[src/design/predecodePkg.sv]
// shared widths, lane counts, class bit indices and opcode groups for the predecoder RTL
package predecodePkg;

  // bundle geometry
  localparam int nSlots = 15;  // halfword slots per bundle
  localparam int slotW  = 16;
  localparam int instrW = 64;  // four halfwords from the start slot
  localparam int offW   = 4;

  // output lanes
  localparam int nInstrLanes = 12;
  localparam int nJumpLanes  = 4;

  // class vector
  localparam int clsW = 8;

  localparam int clsJump  = 0;
  localparam int clsIndir = 1;
  localparam int clsAlu   = 2;
  localparam int clsShift = 3;
  localparam int clsMul   = 4;
  localparam int clsLoad  = 5;
  localparam int clsStore = 6;
  localparam int clsSys   = 7;

  // decoded opcode groups, long form first, then the one-halfword forms
  typedef enum logic [3:0] {
    opNone,
    opAlu,
    opMul,
    opShift,
    opCmp,
    opMem,
    opCondJump,
    opLongJump,
    opBranchGroup,
    opSys,
    opShortAlu,
    opShortShift,
    opShortJump
  } opGroupT;

endpackage

[src/design/predecodeCtrl.sv]
`timescale 1ns/1ns
// start detection, lane selects, counts, error flags and status strobes of the predecoder
module predecodeCtrl import predecodePkg::*; (
  input  logic                   clk,
  input  logic                   rstN,
  input  logic                   bundleValid,
  input  logic [offW-1:0]        startOff,
  input  logic [nSlots-1:0]      slotEnd,
  input  logic [nSlots-1:0]      slotJump,
  output logic [nSlots-1:0]      instrSel,
  output logic [nSlots-1:0]      jumpSel,
  output logic                   capture,
  output logic                   outValid,
  output logic                   hasJumps,
  output logic                   error,
  output logic                   jumpError,
  output logic [nInstrLanes-1:0] instrEn,
  output logic [nJumpLanes-1:0]  jumpEn
);

  logic [nSlots-1:0]      prevEnd;
  logic [nSlots-1:0]      atOrAfter;
  logic [nSlots-1:0]      isStart;
  logic [nSlots-1:0]      endAhead;
  logic [offW-1:0]        instrCnt;  // 15 slots fit in an offset-wide count
  logic [offW-1:0]        jumpCnt;
  logic [nInstrLanes-1:0] nextInstrEn;
  logic [nJumpLanes-1:0]  nextJumpEn;

  // slot 0 always follows an end
  assign prevEnd = {slotEnd[nSlots-2:0], 1'b1};

  always_comb begin
    for (int k = 0; k < nSlots; k++) begin
      atOrAfter[k] = offW'(k) >= startOff;
    end
  end

  assign isStart = atOrAfter & prevEnd;

  // some end bit at this slot or later
  always_comb begin
    endAhead[nSlots-1] = slotEnd[nSlots-1];
    for (int k = nSlots - 2; k >= 0; k--) begin
      endAhead[k] = slotEnd[k] | endAhead[k+1];
    end
  end

  assign instrSel = isStart & endAhead;
  assign jumpSel  = instrSel & slotJump;

  always_comb begin
    instrCnt = '0;
    jumpCnt  = '0;
    for (int k = 0; k < nSlots; k++) begin
      instrCnt = instrCnt + offW'(instrSel[k]);
      jumpCnt  = jumpCnt + offW'(jumpSel[k]);
    end
  end

  // thermometer enables, saturate at the lane counts
  always_comb begin
    for (int n = 0; n < nInstrLanes; n++) begin
      nextInstrEn[n] = instrCnt > offW'(n);
    end
    for (int n = 0; n < nJumpLanes; n++) begin
      nextJumpEn[n] = jumpCnt > offW'(n);
    end
  end

  assign capture = bundleValid;  // compactors load on the same edge

  always_ff @(posedge clk or negedge rstN) begin
    if (!rstN) begin
      outValid  <= 1'b0;
      instrEn   <= '0;
      jumpEn    <= '0;
      hasJumps  <= 1'b0;
      error     <= 1'b0;
      jumpError <= 1'b0;
    end else begin
      outValid <= bundleValid;  // one-cycle pulse
      if (bundleValid) begin
        instrEn   <= nextInstrEn;
        jumpEn    <= nextJumpEn;
        hasJumps  <= jumpCnt != '0;
        error     <= instrCnt > offW'(nInstrLanes) || startOff == '1;
        jumpError <= jumpCnt > offW'(nJumpLanes);
      end
    end
  end

endmodule

[config.mk]
export PLATFORM = sky130hd
export DESIGN_NAME = predecodeCtrl
export DESIGN_NICKNAME = d
export VERILOG_FILES = /design/src/design/predecodePkg.sv /design/src/design/predecodeCtrl.sv
export SDC_FILE = /design/constraint.sdc
export NUM_CORES = 1
export LEC_CHECK = 0
export BUFFER_PORTS_ARGS = -buffer_cell sky130_fd_sc_hd__buf_2
export CORE_MARGIN = 2
export CORE_UTILIZATION = 47
export CTS_CLUSTER_SIZE = 28
export DETAILED_ROUTE_END_ITERATION = 16
export PLACE_DENSITY_LB_ADDON = 0.05
export SETUP_SLACK_MARGIN = 0.3
export SLEW_MARGIN = 20
export SYNTH_ARGS = -nofsm -noshare
export SYNTH_HDL_FRONTEND = slang
export SYNTH_SLANG_ARGS = --single-unit
[constraint.sdc]
create_clock -name clk -period 2.2 [get_ports clk]
set_input_delay 0.44 -clock clk [delete_from_list [all_inputs] [get_ports clk]]
set_output_delay 0.44 -clock clk [all_outputs]
set_load 0.02 [all_outputs]
==> results.md, run 1 <==
- Num CTS Buffers: 3
- H-tree Lvls: 1
- Ys flop type: dfrtp_1
- Gpl congestion: ~0.9
- Clock Path Buffers: 2
- Die Y: ~67 um
- Worst_ep grt: instrEn[0]$_DFFE_PN0P_/D
- Synth Area in Adders: 0.242
- Grt ovf: 106
- WEP type: sequential cell input
- Mapped cell area: 0.00186 mm2
- Leading area contributor after synthesis: dfrtp_1
- Initial antenna violation count: 1
- XOR/XNOR Fraction of Synth Area: 0.0141
- Syn Inst Count: 208
- Largest net degree at the start of global routing: 20
- Count of input and output buffers: 87
- Halt Stage: global routing
- Syn Area/Cell: approximately 9 um2
- Initial Util: 0.498
- YS warnings: 0
- Distinct cells, synth: 49
- Num Clock Sinks: 19
- Synth area leaders: dfrtp_1 26%, fa_1 21%, inv_1 5.4%, nor2_1 5.4%, ha_1 2.7%
- Synth Area in Compound Gates: 0.171
- Err: [ERROR GRT-0232] Routing congestion too high. Check the congestion heatmap in the GUI.
- Async SR Flop Fraction: 1.00
- Register area share after synthesis: 0.255
- Row count: 22
- #FFs+latches synth: 19
- Hpwl dp: 4460 um
- Status: aborted with a tool error
- IO Pins: 88
- Dpl cells: 381
- Root buffer cell: clkbuf_8
- GR Util All Layers: 0.790
- Chip Width: 67.0 um
- Syn Nets: 269
- Post-synthesis mux area share: 0
- Post-synth EDFFs: 0
- Post-synthesis simple-gate area fraction: 0.237
- Area share of the largest cell type after synthesis: 0.255
- Combinational family with the most area after synthesis: adder cells
==> cell usage after synthesis, types with 3 or more instances <==
cell and number:
inv_1 27, ha_1 4, nand3_1 6, nor4_1 3, fa_1 20, a211oi_1 3, and4_1 3, a21oi_1 5
a31oi_1 6, dfrtp_1 19, and3_1 5, clkbuf_1 7, o22ai_1 3, nor2b_1 5, nand2b_1 4, o21ai_1 5
and2_1 7, nand4_1 3, nor2_1 27, nand2_1 8
==> metrics by stage <==
stage	setup WS [ps]	hold WS (ps)	cell area (um2)
floorplan	-2540	144	2060
CTS	-2380	117	3220
detailed placement	-2670	392	2850
global placement	-2620	391	2850
==> layer usage <==
| layer | GRT usage | overflow |
|---|---|---|
| met5 | 0.0694 | 0 |
| met3 | 0.569 | 0 |
| met2 | 1.02 | 62 |
| met1 | 0.722 | 0 |
| met4 | 0.954 | 44 |
==> repair_timing <==
| action | 4_1_cts |
|---|---|
| setup endpoints to repair | 45 |
| hold buffers | 0 |
| setup buffers | 9 |
| hold endpoints to repair | 0 |
| resized for setup | 68 |
| pin swaps | 20 |
==> kinds of logic after synthesis <==
kind of cell               Yosys count
DFF                                 19
xor gates and xnor gates             3
AOI/OAI and AO/OA                   43
and+or+nand+nor                     81
adders and majority gates           24
buffers and inverters               38
==> run 2, diff against run 1 <==
--- a/config.mk
+++ b/config.mk
@@ -7,11 +7,9 @@
 export LEC_CHECK = 0
 export BUFFER_PORTS_ARGS = -buffer_cell sky130_fd_sc_hd__buf_2
 export CORE_MARGIN = 2
-export CORE_UTILIZATION = 47
-export CTS_CLUSTER_SIZE = 28
+export CORE_UTILIZATION = 32
 export DETAILED_ROUTE_END_ITERATION = 16
-export PLACE_DENSITY_LB_ADDON = 0.05
-export SETUP_SLACK_MARGIN = 0.3
+export PLACE_DENSITY_LB_ADDON = 0.15
 export SLEW_MARGIN = 20
 export SYNTH_ARGS = -nofsm -noshare
 export SYNTH_HDL_FRONTEND = slang
==> run 2 against run 1 <==
  * The flow now finishes, with violations (negative setup slack)
  * Synthesized cell count is the same
  * Synthesized area did not move
==> results.md, run 2 <==
- Worst R2R Start: error
- Ys flop type: dfrtp_1
- Commonest non-fill, non-tap cells in the layout: 74 x buf_2, 59 x buf_4, 25 x nor2_1, 25 x inv_1, 24 x buf_6
- Root buffer cell: clkbuf_8
- Pwr Total: around 2.4 mW
- FMAX: 215 MHz
- Worst Path Required: 2340 ps
- Largest regs: instrEn (12), jumpEn (4)
- TritonRoute pass-1 iters: 4
- Layout area overhead: 78.9%
- Chip Width: 80.3 um (+20%)
- Worst R2R Setup Slack: 1470 ps
- Max Slew Vio Count: 0
- PD cells: 718 mW/mm2
- CP endpoint kind: register
- Via/cell ratio: 4.81
- Setup-failing EPs final: 31
- Core Util, Final: 0.598
- Max incr delay on CP: 570 ps
- Register-to-Register Path Depth: 3
- Distinct cells, synth: 49 (unchanged)
- DIE AREA: 0.00645 mm2
- Most flop-heavy register: instrEn
- DR iter-0 viols: 43
- Peak supply drop: 0.530 mV
- Synth area leaders: dfrtp_1 26%, fa_1 21%, inv_1 5.4%, nor2_1 5.4%, ha_1 2.7%
- First-pass GRT wire length: between 9000 and 10000 um
- Count of input and output buffers: 87 (unchanged)
- Register area share after synthesis: 0.255 (unchanged)
- Most common cell after layout, fill and taps aside: buf_2
- Total negative slack: -44540 ps
- Detail Route Antenna Nets: 0
- Worst slew margin: 0.647
- Syn Inst Count: 208 (unchanged)
- Share of post-route cells with drive strength above 1: 0.568
- Initial Util: 0.334 (-0.164)
- Initial antenna violation count: 0
- Fin area: 0.00334 mm2
- CP Launch Type: primary input
- Hold Crit Class: in -> async
- Worst Max-Slew Pin Slew: 526 ps
- Pleak: 1.65 nW
- Syn Area/Cell: 8.96 um2 (unchanged)
- Grt ovf: 0
- Worst setup margin: -2460 ps
- Num Clock Sinks: 19 (unchanged)
- #FFs+latches synth: 19 (unchanged)
- GR Util All Layers: 0.189
- Row count: 27 (+23%)
- Final cycle utilization of the critical path: 2.12
- Leading area contributor after synthesis: dfrtp_1
- Max reg flops: 12
- Crit path arrival time: roughly 4800 ps
- Clock Path Buffers: 2 (unchanged)
- H-tree Lvls: 1 (unchanged)
- CTS clk-pin slew, worst paths: 70 ps
- Via count: 2071
- Max-cap violations: 0
- IO Pins: 88 (unchanged)
- Clk Latency, worst-skew pair: 260 ps
- Worst r2r dst: error
- Finished Layout Cells: 431
- Num CTS Buffers: 3 (unchanged)
- Async SR Flop Fraction: 1.00 (unchanged)
- Final Hold Fails: 0
- Tmin final: 4660 ps
- Std-Cell Core Area: 0.00557 mm2
- Post-synth EDFFs: 0 (unchanged)
- Failing checks: negative setup slack
- Area share of the largest cell type after synthesis: 0.255 (unchanged)
- Die Y: 80.3 um (+20%)
- Cell mode on critical path: fa_1
- Setup CP Type: in -> reg
- YS warnings: 0 (unchanged)
- Dpl cells: 418 (+9.7%)
- Clk_skew: 0 ps
- Critical-path top delay cell: fa_2
- TritonCTS clock tree: yes
- Detailed-route DRC error count: 0
- Placement Cell Area: 0.00296 mm2 (+3.7%)
- Hpwl dp: 4750 um (+6.6%)
- Total Nets Final: 421
- Top post-synthesis cells by count: 27 x inv_1, 27 x nor2_1, 20 x fa_1
- Largest net degree at the start of global routing: 20
- Post-Place Worst Slack: -2830 ps (-157 ps)
- Hold buffer count at CTS: 0 (unchanged)
- WHS: 99.5 ps
- Vias in the first global route: 2047
- Gpl congestion: 0.894 (+2.0%)
- Syn Nets: 269 (unchanged)
- Worst-path cell chain: buf_8, nor4_4, buf_4, nand4_1, buf_6, o31a_1, fa_1, fa_1, fa_1, inv_1, fa_1, fa_2, fa_2, nand2_2, nor2_1, a31oi_1
- WL final: 5850 um
- RSZ-0062 raised after global routing: yes
- Antenna cells: 0
- Status: finished, violations left
- Mapped cell area: 0.00186 mm2 (unchanged)
- Post-DR wirelength/cell: about 14 um
- CP max FO: 8
run 2: cell counts after synthesis:
Identical to the previous run, type by type.
run 2: power breakdown:
group	leakage, nW	internal [mW]	switching [mW]
Sequential	0.225	0.466	0.0588
Combinational	1.40	0.773	0.849
Clock	0.0217	0.128	0.121
Total	1.65	1.37	1.03
run 2: worst max-delay path, delay by kind of cell:
kind            cells  cell delay (ps)
fa+ha+maj           6             2920
simple gates        4              550
compound gates      2              390
buf+inv             4              500
run 2: cell families after synthesis:
kind of cell	count (synthesis)	share of synthesized area
simple gates	81	0.237
xor+xnor	3	0.0141
compound gates	43	0.171
fa+ha+maj	24	0.242
buf+inv	38	0.0812
flops	19	0.255
run 2: repair_timing:
action | 4_1_cts | 5_1_grt
resized for setup | 40 | 23
pin swaps | 18 | 18
endpoints found under the setup margin | 31 | 32
setup buffers | 7 | 3
endpoints found under the hold margin | 0 | 0
run 2: how the worst max path moves through the flow:
stage               slack [ps]  cells after the start   endpoint         from
floorplan                -2540                     14  jumpEn[0]  slotEnd[12]
global placement         -2760                     16  jumpEn[0]  slotEnd[12]
detailed placement       -2830                     16  jumpEn[0]  slotEnd[12]
CTS                      -2460                     16  jumpEn[0]  slotEnd[12]
global route             -2640                     16  jumpError  slotEnd[12]
finish                   -2460                     16  jumpEn[0]  slotEnd[12]
run 2: per-layer routing:
metal | vias to the layer above | GRT usage | wire [um]
li1 | 1032 | - | -
met5 | - | 0 | 0
met1 | 983 | 0.257 | 2770
met4 | 0 | 0.0254 | 37
met3 | 4 | 0.0281 | 215
met2 | 52 | 0.324 | 2820
run 2: layout make-up:
type | instances | area [um2]
Clock inverter | 1 | 7.51
Inverter | 27 | 101
Tap cell | 72 | 90.1
Clock buffer | 3 | 41.3
Fill cell | 483 | 2240
Sequential cell | 19 | 475
Timing Repair Buffer | 158 | 1100
Multi-Input combinational cell | 151 | 1520
No activity file was read; power rests on OpenSTA's default activity.
