$ cat src/design/predecodePkg.sv
// shared widths, lane counts, class bit indices and opcode groups for the predecoder RTL
package predecodePkg;

  // bundle geometry
  localparam int nSlots = 15;  // halfword slots per bundle
  localparam int slotW  = 16;
  localparam int instrW = 64;  // four halfwords from the start slot
  localparam int offW   = 4;

  // output lanes
  localparam int nInstrLanes = 12;
  localparam int nJumpLanes  = 4;

  // class vector
  localparam int clsW = 8;

  localparam int clsJump  = 0;
  localparam int clsIndir = 1;
  localparam int clsAlu   = 2;
  localparam int clsShift = 3;
  localparam int clsMul   = 4;
  localparam int clsLoad  = 5;
  localparam int clsStore = 6;
  localparam int clsSys   = 7;

  // decoded opcode groups, long form first, then the one-halfword forms
  typedef enum logic [3:0] {
    opNone,
    opAlu,
    opMul,
    opShift,
    opCmp,
    opMem,
    opCondJump,
    opLongJump,
    opBranchGroup,
    opSys,
    opShortAlu,
    opShortShift,
    opShortJump
  } opGroupT;

endpackage

$ cat src/design/instrClassifier.sv
`timescale 1ns/1ns
// combinational class decode of the instruction starting at one slot, one copy per slot
module instrClassifier import predecodePkg::*; (
  input  logic [instrW-1:0] instr,
  input  logic [3:0]        magic,
  output logic [clsW-1:0]   cls
);

  logic [7:0] opMain;
  logic [5:0] opSub;
  logic [2:0] brSub;
  logic       isLong;
  opGroupT    group;

  assign opMain = instr[7:0];
  assign opSub  = instr[5:0];
  assign brSub  = instr[15:13];  // branch group sub-field
  assign isLong = magic[0];      // own end bit clear

  // opcode group
  always_comb begin
    group = opNone;
    if (isLong) begin
      if (opMain < 8'd40) begin
        group = opMain[2] ? opMul : opAlu;
      end else if (opMain <= 8'd45) begin
        group = opShift;
      end else if (opMain <= 8'd51) begin
        group = opCmp;
      end else if (opMain >= 8'd64 && opMain <= 8'd111) begin
        group = opMem;
      end else if (opMain[7:4] == 4'ha) begin
        group = opCondJump;  // 160..175
      end else if (opMain == 8'd180 || opMain == 8'd181) begin
        group = opLongJump;
      end else if (opMain == 8'd182) begin
        group = opBranchGroup;
      end else if (opMain == 8'hff) begin
        group = opSys;
      end
    end else begin
      if (opSub < 6'd16) begin
        group = opShortAlu;
      end else if (opSub >= 6'd48 && opSub <= 6'd51) begin
        group = opShortJump;
      end else if (opSub < 6'd32 && opSub[0]) begin
        group = opShortShift;
      end
    end
  end

  // group to class bits
  always_comb begin
    cls = '0;
    case (group)
      opAlu: begin
        cls[clsAlu] = 1'b1;
      end
      opMul: begin
        cls[clsMul] = 1'b1;
      end
      opShift: begin
        cls[clsShift] = 1'b1;
      end
      opCmp: begin
        cls[clsAlu] = 1'b1;  // compares go down the ALU pipe
      end
      opMem: begin
        cls[clsLoad]  = ~opMain[0];
        cls[clsStore] = opMain[0];
      end
      opCondJump: begin
        cls[clsJump] = 1'b1;
        cls[clsAlu]  = 1'b1;  // flag test needs an ALU slot
      end
      opLongJump: begin
        cls[clsJump] = 1'b1;
      end
      opBranchGroup: begin
        // subs 4..7 are undefined and stay unclassified
        cls[clsJump]  = brSub <= 3'd3;
        cls[clsIndir] = brSub == 3'd0 || brSub == 3'd3;  // indirect, return
        cls[clsStore] = brSub == 3'd1 || brSub == 3'd2;  // call pushes the link
      end
      opSys: begin
        cls[clsSys] = 1'b1;
      end
      opShortAlu: begin
        cls[clsAlu] = 1'b1;
      end
      opShortShift: begin
        cls[clsShift] = 1'b1;
      end
      opShortJump: begin
        cls[clsJump] = 1'b1;
      end
      default: begin
        cls = '0;
      end
    endcase
  end

endmodule

$ cat config.mk
export PLATFORM = sky130hd
export DESIGN_NAME = instrClassifier
export DESIGN_NICKNAME = d
export VERILOG_FILES = /design/src/design/predecodePkg.sv /design/src/design/instrClassifier.sv
export SDC_FILE = /design/constraint.sdc
export NUM_CORES = 1
export LEC_CHECK = 0
export ABC_AREA = 1
export BUFFER_PORTS_ARGS = -buffer_cell sky130_fd_sc_hd__buf_2
export CORE_ASPECT_RATIO = 0.9
export CORE_MARGIN = 2
export CORE_UTILIZATION = 31
export DETAILED_ROUTE_END_ITERATION = 8
export MAX_ROUTING_LAYER = met4
export PLACE_DENSITY = 0.92
export SLEW_MARGIN = 20
export SYNTH_ARGS = -nofsm -noshare
export SYNTH_HDL_FRONTEND = slang
export SYNTH_SLANG_ARGS = --single-unit
$ cat constraint.sdc
create_clock -name vclk -period 1.6
set_clock_uncertainty 0.05 [all_clocks]
set_input_delay 0.24 -clock vclk [all_inputs]
set_output_delay 0.24 -clock vclk [all_outputs]
set_load 0.05 [all_outputs]
* Word-level counts from Yosys, hierarchy flattened
Cells that the tools add are included.
Storage, ports and cells: logic and storage cells 62, output and inout bits 8, input bits 68, register bits after elaboration 0
Cells by class: reductions and logical operators 10, mux-type cells 21, equal/unequal tests 20, order comparisons 10, bitwise logic cells 1
Operators by type and width (number):
- $mux 4 | 12
- $eq 8x8->1 const B | 4
- $eq 4x4->1 const B | 6
- $eq 4x3->1 const B | 4
- $le 8x6->1 const B | 2
- $eq 4x2->1 const B | 2
- $ge 8x7->1 const B | 1
- $le 8x7->1 const B | 1
- $lt 8x6->1 const B | 1
- $eq 3x2->1 const B | 2
- $ge 6x6->1 const B | 1
- $le 6x6->1 const B | 1
- $lt 6x5->1 const B | 1
- $lt 6x6->1 const B | 1
- $mux 1 | 6
- $eq 4x1->1 const B | 1
- $pmux 1 s2 | 2
- $reduce_or 4->1 | 1
- $eq 3x1->1 const B | 1
- $le 3x2->1 const B | 1
- $logic_and 1x1->1 | 3
- $logic_not 3->1 | 1
- $logic_or 1x1->1 | 3
- $reduce_or 3->1 | 1
- 3 further kinds | 3

* Logic depth before layout (Yosys ltp)
Gate-level depths: netlist (run 1).
depth in word-level cells 13, gate-level depth with buffers 13, gate-level depth less buffers 13

* Worst setup path before layout (run 1)
OpenSTA, ideal clock, no wires.
kind input port to output port, start in instr[5], end out cls[4], setup slack -0.599 ns, stages 8, data required time 1.310 ns, arrival 1.909 ns, cell sequence inv_2 nor2_2 nand3_2 o21ai_2 nand2_2 nand2_1 nand2_2 nor3_1
Between the ends: longest elaborated chain between the ends 12, elaborated cells between the ends (all ways) 32, classes of those cells 9 x order compare; 6 x eq/ne; 13 x mux; 4 x reduce/logical
Ends and longest elaborated chain:
- start: declaration | line instrClassifier.sv:4 | input logic [instrW-1:0] instr,
- $eq 8x8->1 | line instrClassifier.sv:38 | end else if (opMain == 8'hff) begin
- $mux 4 | line instrClassifier.sv:38
- $mux 4 | line instrClassifier.sv:36 | end else if (opMain == 8'd182) begin
- $mux 4 | line instrClassifier.sv:34 | end else if (opMain == 8'd180 || opMain == 8'd181) begin
- $mux 4 | line instrClassifier.sv:32 | end else if (opMain[7:4] == 4'ha) begin
- $mux 4 | line instrClassifier.sv:30 | end else if (opMain >= 8'd64 && opMain <= 8'd111) begin
- $mux 4 | line instrClassifier.sv:28 | end else if (opMain <= 8'd51) begin
- $mux 4 | line instrClassifier.sv:26 | end else if (opMain <= 8'd45) begin
- $mux 4 | line instrClassifier.sv:24 | if (opMain < 8'd40) begin
- $mux 4 (*) | line instrClassifier.sv:23 | if (isLong) begin
- $eq 4x2->1 (*) | line instrClassifier.sv:55 | case (group)
- $mux 1 (*) | line instrClassifier.sv:55
- end: declaration | line instrClassifier.sv:6 | output logic [clsW-1:0] cls
Mark *: on every way between the ends. The rest lies on a longest branch, timed or not.

* Final worst setup path (run 1)
start in instr[6], end out cls[3]
Between the ends: longest elaborated chain between the ends 13, elaborated cells between the ends (all ways) 25, classes of those cells 5 x order compare; 7 x eq/ne; 10 x mux; 3 x reduce/logical
Ends and longest elaborated chain (line):
- $eq 8x8->1 | instrClassifier.sv:38
- $mux 4 | instrClassifier.sv:38
- $mux 4 | instrClassifier.sv:36
- $mux 4 | instrClassifier.sv:34
- $mux 4 | instrClassifier.sv:32
- $mux 4 | instrClassifier.sv:30
- $mux 4 | instrClassifier.sv:28
- $mux 4 | instrClassifier.sv:26
- $mux 4 (*) | instrClassifier.sv:24
- $mux 4 (*) | instrClassifier.sv:23
- $eq 4x4->1 / $eq 4x2->1 (equally long branches) | instrClassifier.sv:55
- $reduce_or 2->1 (no line) (*)
- $mux 1 (*) | instrClassifier.sv:55
Marks and branches as above.

==> out/metrics.yaml, run 1 <==
die:
  dieArea_um2: 1960
  core_um2: 1480
  die_w_um: 46.4
  ios: 76
  start_util_pct: 33.9
  num_rows: 13
  dieHeight_um: 42.2
power_and_ir_drop:
  p_clk_share_pct: 0
  p_leak_nw: 0.582
  power.internal_mw: 0.166
  switching_power_mw: 0.221
  p_per_area_nw_per_um2: 354
  switching_share_pct: 57.0
  total_power_mw: 0.387
  pwr-share-comb_pct: 100.0
  p_seq_share_pct: 0
  ir_drop_uv: 187
final_layout:
  area_delta_synth_final_pct: 118
  fillCellCount: 94
  multi_input_area_um2: 596
  drive_gt1_share_pct: 66.4
  seq_cell_count: 0
  finish.net_count: 210
  final_util_pct: 74.0
  clkbuf_count: 0
  antenna_cells: 0
  final-seq-area_um2: 0
  fin_area_um2: 1090
  fin_cells: 162
clock_network:
  cts_hold_buffers: 0
synth:
  synth-seq-area-share_pct: 0
  netlist.area_leader.share_pct: 20.9
  yosys_warnings: 0
  yosysTopAreaCell: "nand2_1"
  syn_area_um2: 502
  synth.distinct_cells: 20
  synth_cells: 99
  netlist_top_cells_area: "nand2_1 (21%), nand2_2 (11%), inv_1 (10%)"
  synth.avg_cell_area_um2: 5.07
  syn_nets: 167
routing:
  wl_per_cell_um: 13.7
  drc: 0
  wirelength_um: 2220
  drt_iter0_drc: 39
  ant_nets: 0
  firstDrtPassIters: 4
  via_count: 798
  viasPerCell: 4.93
hold_path:
  worstHoldStart: "instr[15]"
  hold_path_class: "in2out"
placement:
  gp_congestion: 0.985
  placed_cell_area_um2: 761
  dp.cells: 152
  dp_hpwl_um: 1250
  portBuffers: 20
  dpl_worst_slack_ps: -366
global_route:
  grt_max_degree: 7
  grt_antenna_before_repair: 0
  grt_overflow: 0
  grt_pass1_vias: 751
  grt_pass1_wl_um: 3240
  grt_usage_pct: 22.2
critical_path:
  end_kind: "primary output"
  crit_arrival_ps: 1610
  start_kind: "input pin"
  startpoint: "instr[6]"
  cp.required_ps: 1310
  cp_max_fo: 5
  worstSetupPathType: "in2out"
outcome:
  failed_checks: "setup timing"
  outcome: "finished with violations"
timing:
  max_freq_mhz: 526
  layout_setup_ws_ps: -303
  maxSlewHeadroom_pct: 80.5
  finalSetupViolations: 8
  finalCriticalPeriod_ps: 1900
  fin_crit_sh_pct: 119
  tightestPinTransition_ps: 292
  rsz0062_at_grt: "true"
  fin_tns_setup_ps: -1910
  slew_viol_final: 0
  whs_ps: 830
  hold_violations: 0
flow_run:
  cap_viol_max_count: 0
==> cell usage after synthesis (2+ instances only) <==
cell,number
nand3_2,4
nor3_1,2
nand2_2,9
nor2_2,5
nand3_1,7
nor2_1,14
inv_1,14
nand2_1,28
nand2_4,2
inv_2,4
==> power by group through the flow <==
| stage | Combinational [mW] | Sequential [mW] | Clock [mW] |
|---|---|---|---|
| after floorplan | 0.172 | 0 | 0 |
| after global placement | 0.249 | 0 | 0 |
| after detailed placement | 0.257 | 0 | 0 |
| after CTS | 0.336 | 0 | 0 |
| after global routing | 0.408 | 0 | 0 |
| final | 0.387 | 0 | 0 |
==> cell type report <==
cell class / instances / share of cell area (%)
multi-input combinational: 81 / 54.4
inverter: 18 / 6.86
timing repair buffer: 41 / 36.2
tap: 22 / 2.51
==> cell families (layout without fill, tap and decap cells) <==
kind of cell / after synthesis / in the layout / share of synthesized area (%)
and+or+nand+nor: 76 / 76 / 78.6
AOI/OAI and AO/OA: 5 / 5 / 7.98
buffers and inverters: 18 / 59 / 13.5
==> final timing paths <==
path / end / depth (start not counted)
worst max-delay path: cls[3] / 13
worst min-delay path: cls[1] / 5
==> metal layers <==
layer | vias up | routed length, µm | track usage, %
met4 | 0 | 131 | 6.29
li1 | 390 | - | -
met5 | - | 0 | -
met2 | 42 | 1060 | 35.8
met3 | 14 | 158 | 2.59
met1 | 352 | 869 | 28.3
==> worst max-delay path, stage by stage <==
cell and delay [ps]:
buf_8 120, inv_4 70, nand2_4 50, nor2_4 140, nand2_4 80, nand2_2 60, inv_1 50, nand2_2 100
a21oi_4 80, buf_4 140, buf_6 110, nor3_4 190, buf_6 180
==> cell usage in the layout (no fill, tap or decap) <==
cell type / count
nand3_2: 3
nand3_4: 3
o21ai_0: 1
nand2_4: 8
nand4_1: 1
a21oi_1: 1
nor2_4: 7
o21ai_2: 1
nand2_2: 14
buf_8: 6
nor2_2: 4
nand3_1: 5
buf_4: 15
buf_6: 15
nor3_4: 3
a21oi_4: 1
o21ai_1: 1
or2_2: 1
inv_1: 11
buf_2: 5
nor2_1: 9
inv_4: 3
inv_2: 4
nand2_1: 17
nand3b_1: 1
==> timing repair <==
item,CTS,global route
endpoints found under the hold margin,0,0
endpoints found under the setup margin,8,8
resized for setup,48,26
setup buffers,8,3
pin swaps,18,20
Note: power is estimated with default switching activity, not from simulation.
==> run 2, diff against run 1 <==
--- a/config.mk
+++ b/config.mk
@@ -5,14 +5,13 @@
 export SDC_FILE = /design/constraint.sdc
 export NUM_CORES = 1
 export LEC_CHECK = 0
-export ABC_AREA = 1
 export BUFFER_PORTS_ARGS = -buffer_cell sky130_fd_sc_hd__buf_2
 export CORE_ASPECT_RATIO = 0.9
 export CORE_MARGIN = 2
-export CORE_UTILIZATION = 31
+export CORE_UTILIZATION = 26
 export DETAILED_ROUTE_END_ITERATION = 8
 export MAX_ROUTING_LAYER = met4
-export PLACE_DENSITY = 0.92
+export PLACE_DENSITY = 0.9
 export SLEW_MARGIN = 20
 export SYNTH_ARGS = -nofsm -noshare
 export SYNTH_HDL_FRONTEND = slang
==> out/metrics.yaml, run 2 <==
die:
  dieHeight_um: 40.4
  core_um2: 1420
  start_util_pct: 27.1
  dieArea_um2: 1800
  die_w_um: 44.5
  ios: 76
  num_rows: 13
timing:
  hold_violations: 0
  max_freq_mhz: 475
  slew_viol_final: 0
  rsz0062_at_grt: "true"
  tightestPinTransition_ps: 311
  finalCriticalPeriod_ps: 2110
  maxSlewHeadroom_pct: 79.2
  finalSetupViolations: 8
  fin_tns_setup_ps: -3690
  fin_crit_sh_pct: 132
  layout_setup_ws_ps: -506
power_and_ir_drop:
  p_leak_nw: 0.398
  p_per_area_nw_per_um2: 298
  ir_drop_uv: 126
critical_path:
  path_buf_inv: 2
  worstSetupPathType: "in2out"
  crit_family: "compound AO/OA/AOI/OAI gates"
  crit_arrival_ps: 1820
  cp.required_ps: 1310
  cp_common_cell: "buf_8"
  crit_path_cell_trace: "buf_8, or3_4, a211o_1, a21oi_4, nor4_2, o32a_2, buf_8"
  end_kind: "primary output"
  slowest_stage: "o32a_2"
  start_kind: "input pin"
  cp_max_fo: 4
  cpPeakStageDelay_ps: 390
synth:
  netlist_top_cells_area: "or3_1 (8.2%), nand2_1 (6.9%), nor4_1 (6.5%)"
  synth_compound_area_share_pct: 36.9
  synth_common_cells: "nand2_1 (7), nor2_1 (5), or3_1 (5)"
  yosys.area_share.xor_xnor_pct: 2.29
  syn_area_um2: 383
  synth-adder-area-share_pct: 0
  syn_nets: 128
  netlist.area_leader.share_pct: 8.17
  muxShareOfSynthArea_pct: 2.61
  synth-seq-area-share_pct: 0
  synth_top_family_by_area: "simple AND/OR/NAND/NOR gates"
  synth_cells: 60
  synth.most_common_cell: "nand2_1"
  synth.avg_cell_area_um2: 6.38
  synth-simple-area-share_pct: 47.7
  yosys_warnings: 0
  yosysTopAreaCell: "or3_1"
  synth.distinct_cells: 32
routing:
  wirelength_um: 1910
  firstDrtPassIters: 4
  viasPerCell: 5.76
  via_count: 685
  ant_nets: 0
  drt_iter0_drc: 15
  drc: 0
  wl_per_cell_um: 16.1
flow_run:
  cap_viol_max_count: 0
outcome:
  failed_checks: "setup timing"
  outcome: "finished with violations"
global_route:
  grt_overflow: 0
  grt_pass1_vias: 608
  grt_usage_pct: 21.3
  grt_pass1_wl_um: 2700
  grt_antenna_before_repair: 0
  grt_max_degree: 10
final_layout:
  fillCellCount: 99
  final-seq-area_um2: 0
  finish.net_count: 174
  layout_common_cells: "buf_4 (28), buf_2 (9), buf_6 (9)"
  clkbuf_count: 0
  fin_area_um2: 912
  drive_gt1_share_pct: 67.3
  final_util_pct: 64.5
  seq_cell_count: 0
  area_delta_synth_final_pct: 138
  final_common_cell: "buf_4"
  antenna_cells: 0
placement:
  portBuffers: 20
  dpl_worst_slack_ps: -635
  placed_cell_area_um2: 743
  dp_hpwl_um: 1370
  gp_congestion: 0.839
hold_path:
  hold_path_class: "in2out"
-- run 2: changes by cell type after synthesis, moves of 5 or more --
cell / delta
inv_1: -11
nand2_1: -21
nand2_2: -9
nand3_1: -5
nor2_1: -9
nor2_2: -5
or3_1: +5
-- run 2: through the flow --
step,power (mW),cells,hold WS (ps)
final,0.272,119,855
after global routing,0.287,119,872
after CTS,0.250,116,845
after detailed placement,0.220,114,891
after global placement,0.212,114,890
after floorplan,0.133,60,497
-- run 2: final cells by class --
cell class                 instances  area [µm²]  area share [%]
tap                               15        18.8            2.06
inverter                           3        11.3            1.23
timing repair buffer              49         402            44.0
multi-input combinational         52         480            52.7
-- run 2: what timing repair did --
action	4_1_cts	5_1_grt
buffers inserted	2	3
gates resized for setup	27	9
endpoints found under the hold margin	0	0
hold buffers	0	0
endpoints found under the setup margin	8	8
pin swaps	9	5
-- run 2: where the power goes --
part | switching, mW | internal, mW
Clock | 0 | 0
Sequential | 0 | 0
Combinational | 0.143 | 0.129
Total | 0.143 | 0.129
-- run 2: tightest hold or removal path: cells and delay by family --
kind                   cells  cell delay (ps)
buffers and inverters      2              250
AND/OR/NAND/NOR            2              170
-- run 2: path summary, 6_finish.rpt --
kind | cells after the start | from | endpoint | slack (ps)
hold / removal | 4 | instr[15] | cls[1] | 860
setup / recovery | 7 | instr[1] | cls[0] | -510
-- run 2: logic make-up (layout without fill, tap and decap cells) --
| kind of cell | Yosys count | in the layout |
|---|---|---|
| buffers and inverters | 8 | 52 |
| muxes | 1 | 1 |
| and+or+nand+nor | 33 | 33 |
| xor gates and xnor gates | 1 | 1 |
| AOI/OAI and AO/OA | 17 | 17 |
-- run 2: metal layers --
layer  track usage, %  vias up  wire length [µm]
met4             6.06        0                23
met5                -        -                 0
li1                 -      323                 -
met3             1.35        4                76
met2             44.1       25              1090
met1             21.8      333               717
==> run 3, diff against run 2 <==
--- a/config.mk
+++ b/config.mk
@@ -10,8 +10,9 @@
 export CORE_MARGIN = 2
 export CORE_UTILIZATION = 26
 export DETAILED_ROUTE_END_ITERATION = 8
+export GPL_ROUTABILITY_DRIVEN = 0
 export MAX_ROUTING_LAYER = met4
-export PLACE_DENSITY = 0.9
+export PLACE_DENSITY_LB_ADDON = 0.2
 export SLEW_MARGIN = 20
 export SYNTH_ARGS = -nofsm -noshare
 export SYNTH_HDL_FRONTEND = slang
==> out/metrics.yaml, run 3 (same netlist as run 2, synthesis figures left out) <==
power_and_ir_drop:
  total_power_mw: 0.304
  ir_drop_uv: 151
  p_leak_nw: 0.450
  p_per_area_nw_per_um2: 298
critical_path:
  crit_arrival_ps: 1830
  crit_family: "compound AO/OA/AOI/OAI gates"
  cpPeakStageDelay_ps: 390
  start_kind: "input pin"
  path_buf_inv: 2
  end_kind: "primary output"
  cp.required_ps: 1310
  cp_max_fo: 5
  crit_path_cell_trace: "buf_8, or3_1, a211o_1, a21oi_4, nor4_2, o32a_2, buf_8"
  slowest_stage: "o32a_2"
  cp_common_cell: "buf_8"
  worstSetupPathType: "in2out"
timing:
  hold_violations: 0
  layout_setup_ws_ps: -516
  max_freq_mhz: 473
  finalSetupViolations: 8
  slew_viol_final: 0
  tightestPinTransition_ps: 355
  maxSlewHeadroom_pct: 76.4
  fin_tns_setup_ps: -3590
  fin_crit_sh_pct: 132
  finalCriticalPeriod_ps: 2120
  whs_ps: 865
  rsz0062_at_grt: "true"
die:
  num_rows: 13
  start_util_pct: 27.1
  die_w_um: 44.5
  core_um2: 1420
  dieHeight_um: 40.4
  dieArea_um2: 1800
  ios: 76
routing:
  via_count: 716
  drt_iter0_drc: 9
  wirelength_um: 2010
  firstDrtPassIters: 4
  viasPerCell: 5.73
  wl_per_cell_um: 16.1
  drc: 0
  ant_nets: 0
placement:
  portBuffers: 20
  dp_hpwl_um: 1330
final_layout:
  area_delta_synth_final_pct: 166
  seq_cell_count: 0
  fillCellCount: 101
  antenna_cells: 0
  layout_common_cells: "buf_4 (31), buf_6 (15), nand2_1 (5), buf_2 (5), or3_1 (4)"
  final-seq-area_um2: 0
  clkbuf_count: 0
  final_common_cell: "buf_4"
  finish.net_count: 180
  final_util_pct: 72.0
  drive_gt1_share_pct: 70.0
global_route:
  grt_pass1_vias: 662
  grt_overflow: 0
  grt_antenna_before_repair: 0
  grt_pass1_wl_um: 2890
  grt_usage_pct: 22.3
  grt_max_degree: 9
hold_path:
  hold_path_class: "in2out"
outcome:
  failed_checks: "setup timing"
  outcome: "finished with violations"
flow_run:
  cap_viol_max_count: 0
==> run 3: path summary, 6_finish.rpt <==
kind | endpoint | depth (start not counted) | from
setup / recovery | cls[0] | 7 | instr[6]
hold / removal | cls[1] | 4 | instr[15]
==> run 3: final cells by class <==
cell class,instances,area [µm²],share of cell area [%]
well taps,15,18.8,1.84
repair buffers,55,484,47.5
multi-input cells,52,504,49.5
inverters,3,11.3,1.11
==> run 3: power breakdown <==
group	internal, mW	switching [mW]	leakage, nW	total (mW)
clock network	0	0	0	0
registers	0	0	0	0
logic	0.151	0.152	0.450	0.304
total	0.151	0.152	0.450	0.304
==> run 3: what timing repair did <==
item | in CTS | in global routing
hold buffers | 0 | 0
resized for setup | 31 | 23
setup endpoints to repair | 8 | 8
buffers inserted | 3 | 3
pin swaps | 7 | 8
==> run 3: tightest hold or removal path, stage by stage <==
cell and delay (ps):
buf_2 120, nor2_2 50, nor4b_4 120, buf_6 140
==> run 3: per-stage QoR <==
step / std cells / worst slack [ps] / cell area, µm²
finish: 125 / -516 / 1020
global route: 125 / -545 / 1020
CTS: 122 / -500 / 913
detailed placement: 119 / -580 / 781
global placement: 119 / -570 / 781
floorplan: 60 / -551 / 487
==> run 3: routing by layer <==
layer | vias up | track usage, % | wire, µm
met3 | 2 | 0 | 41
met4 | 0 | 3.03 | 14
met1 | 356 | 28.0 | 872
met5 | - | - | 0
met2 | 21 | 41.5 | 1080
li1 | 337 | - | -
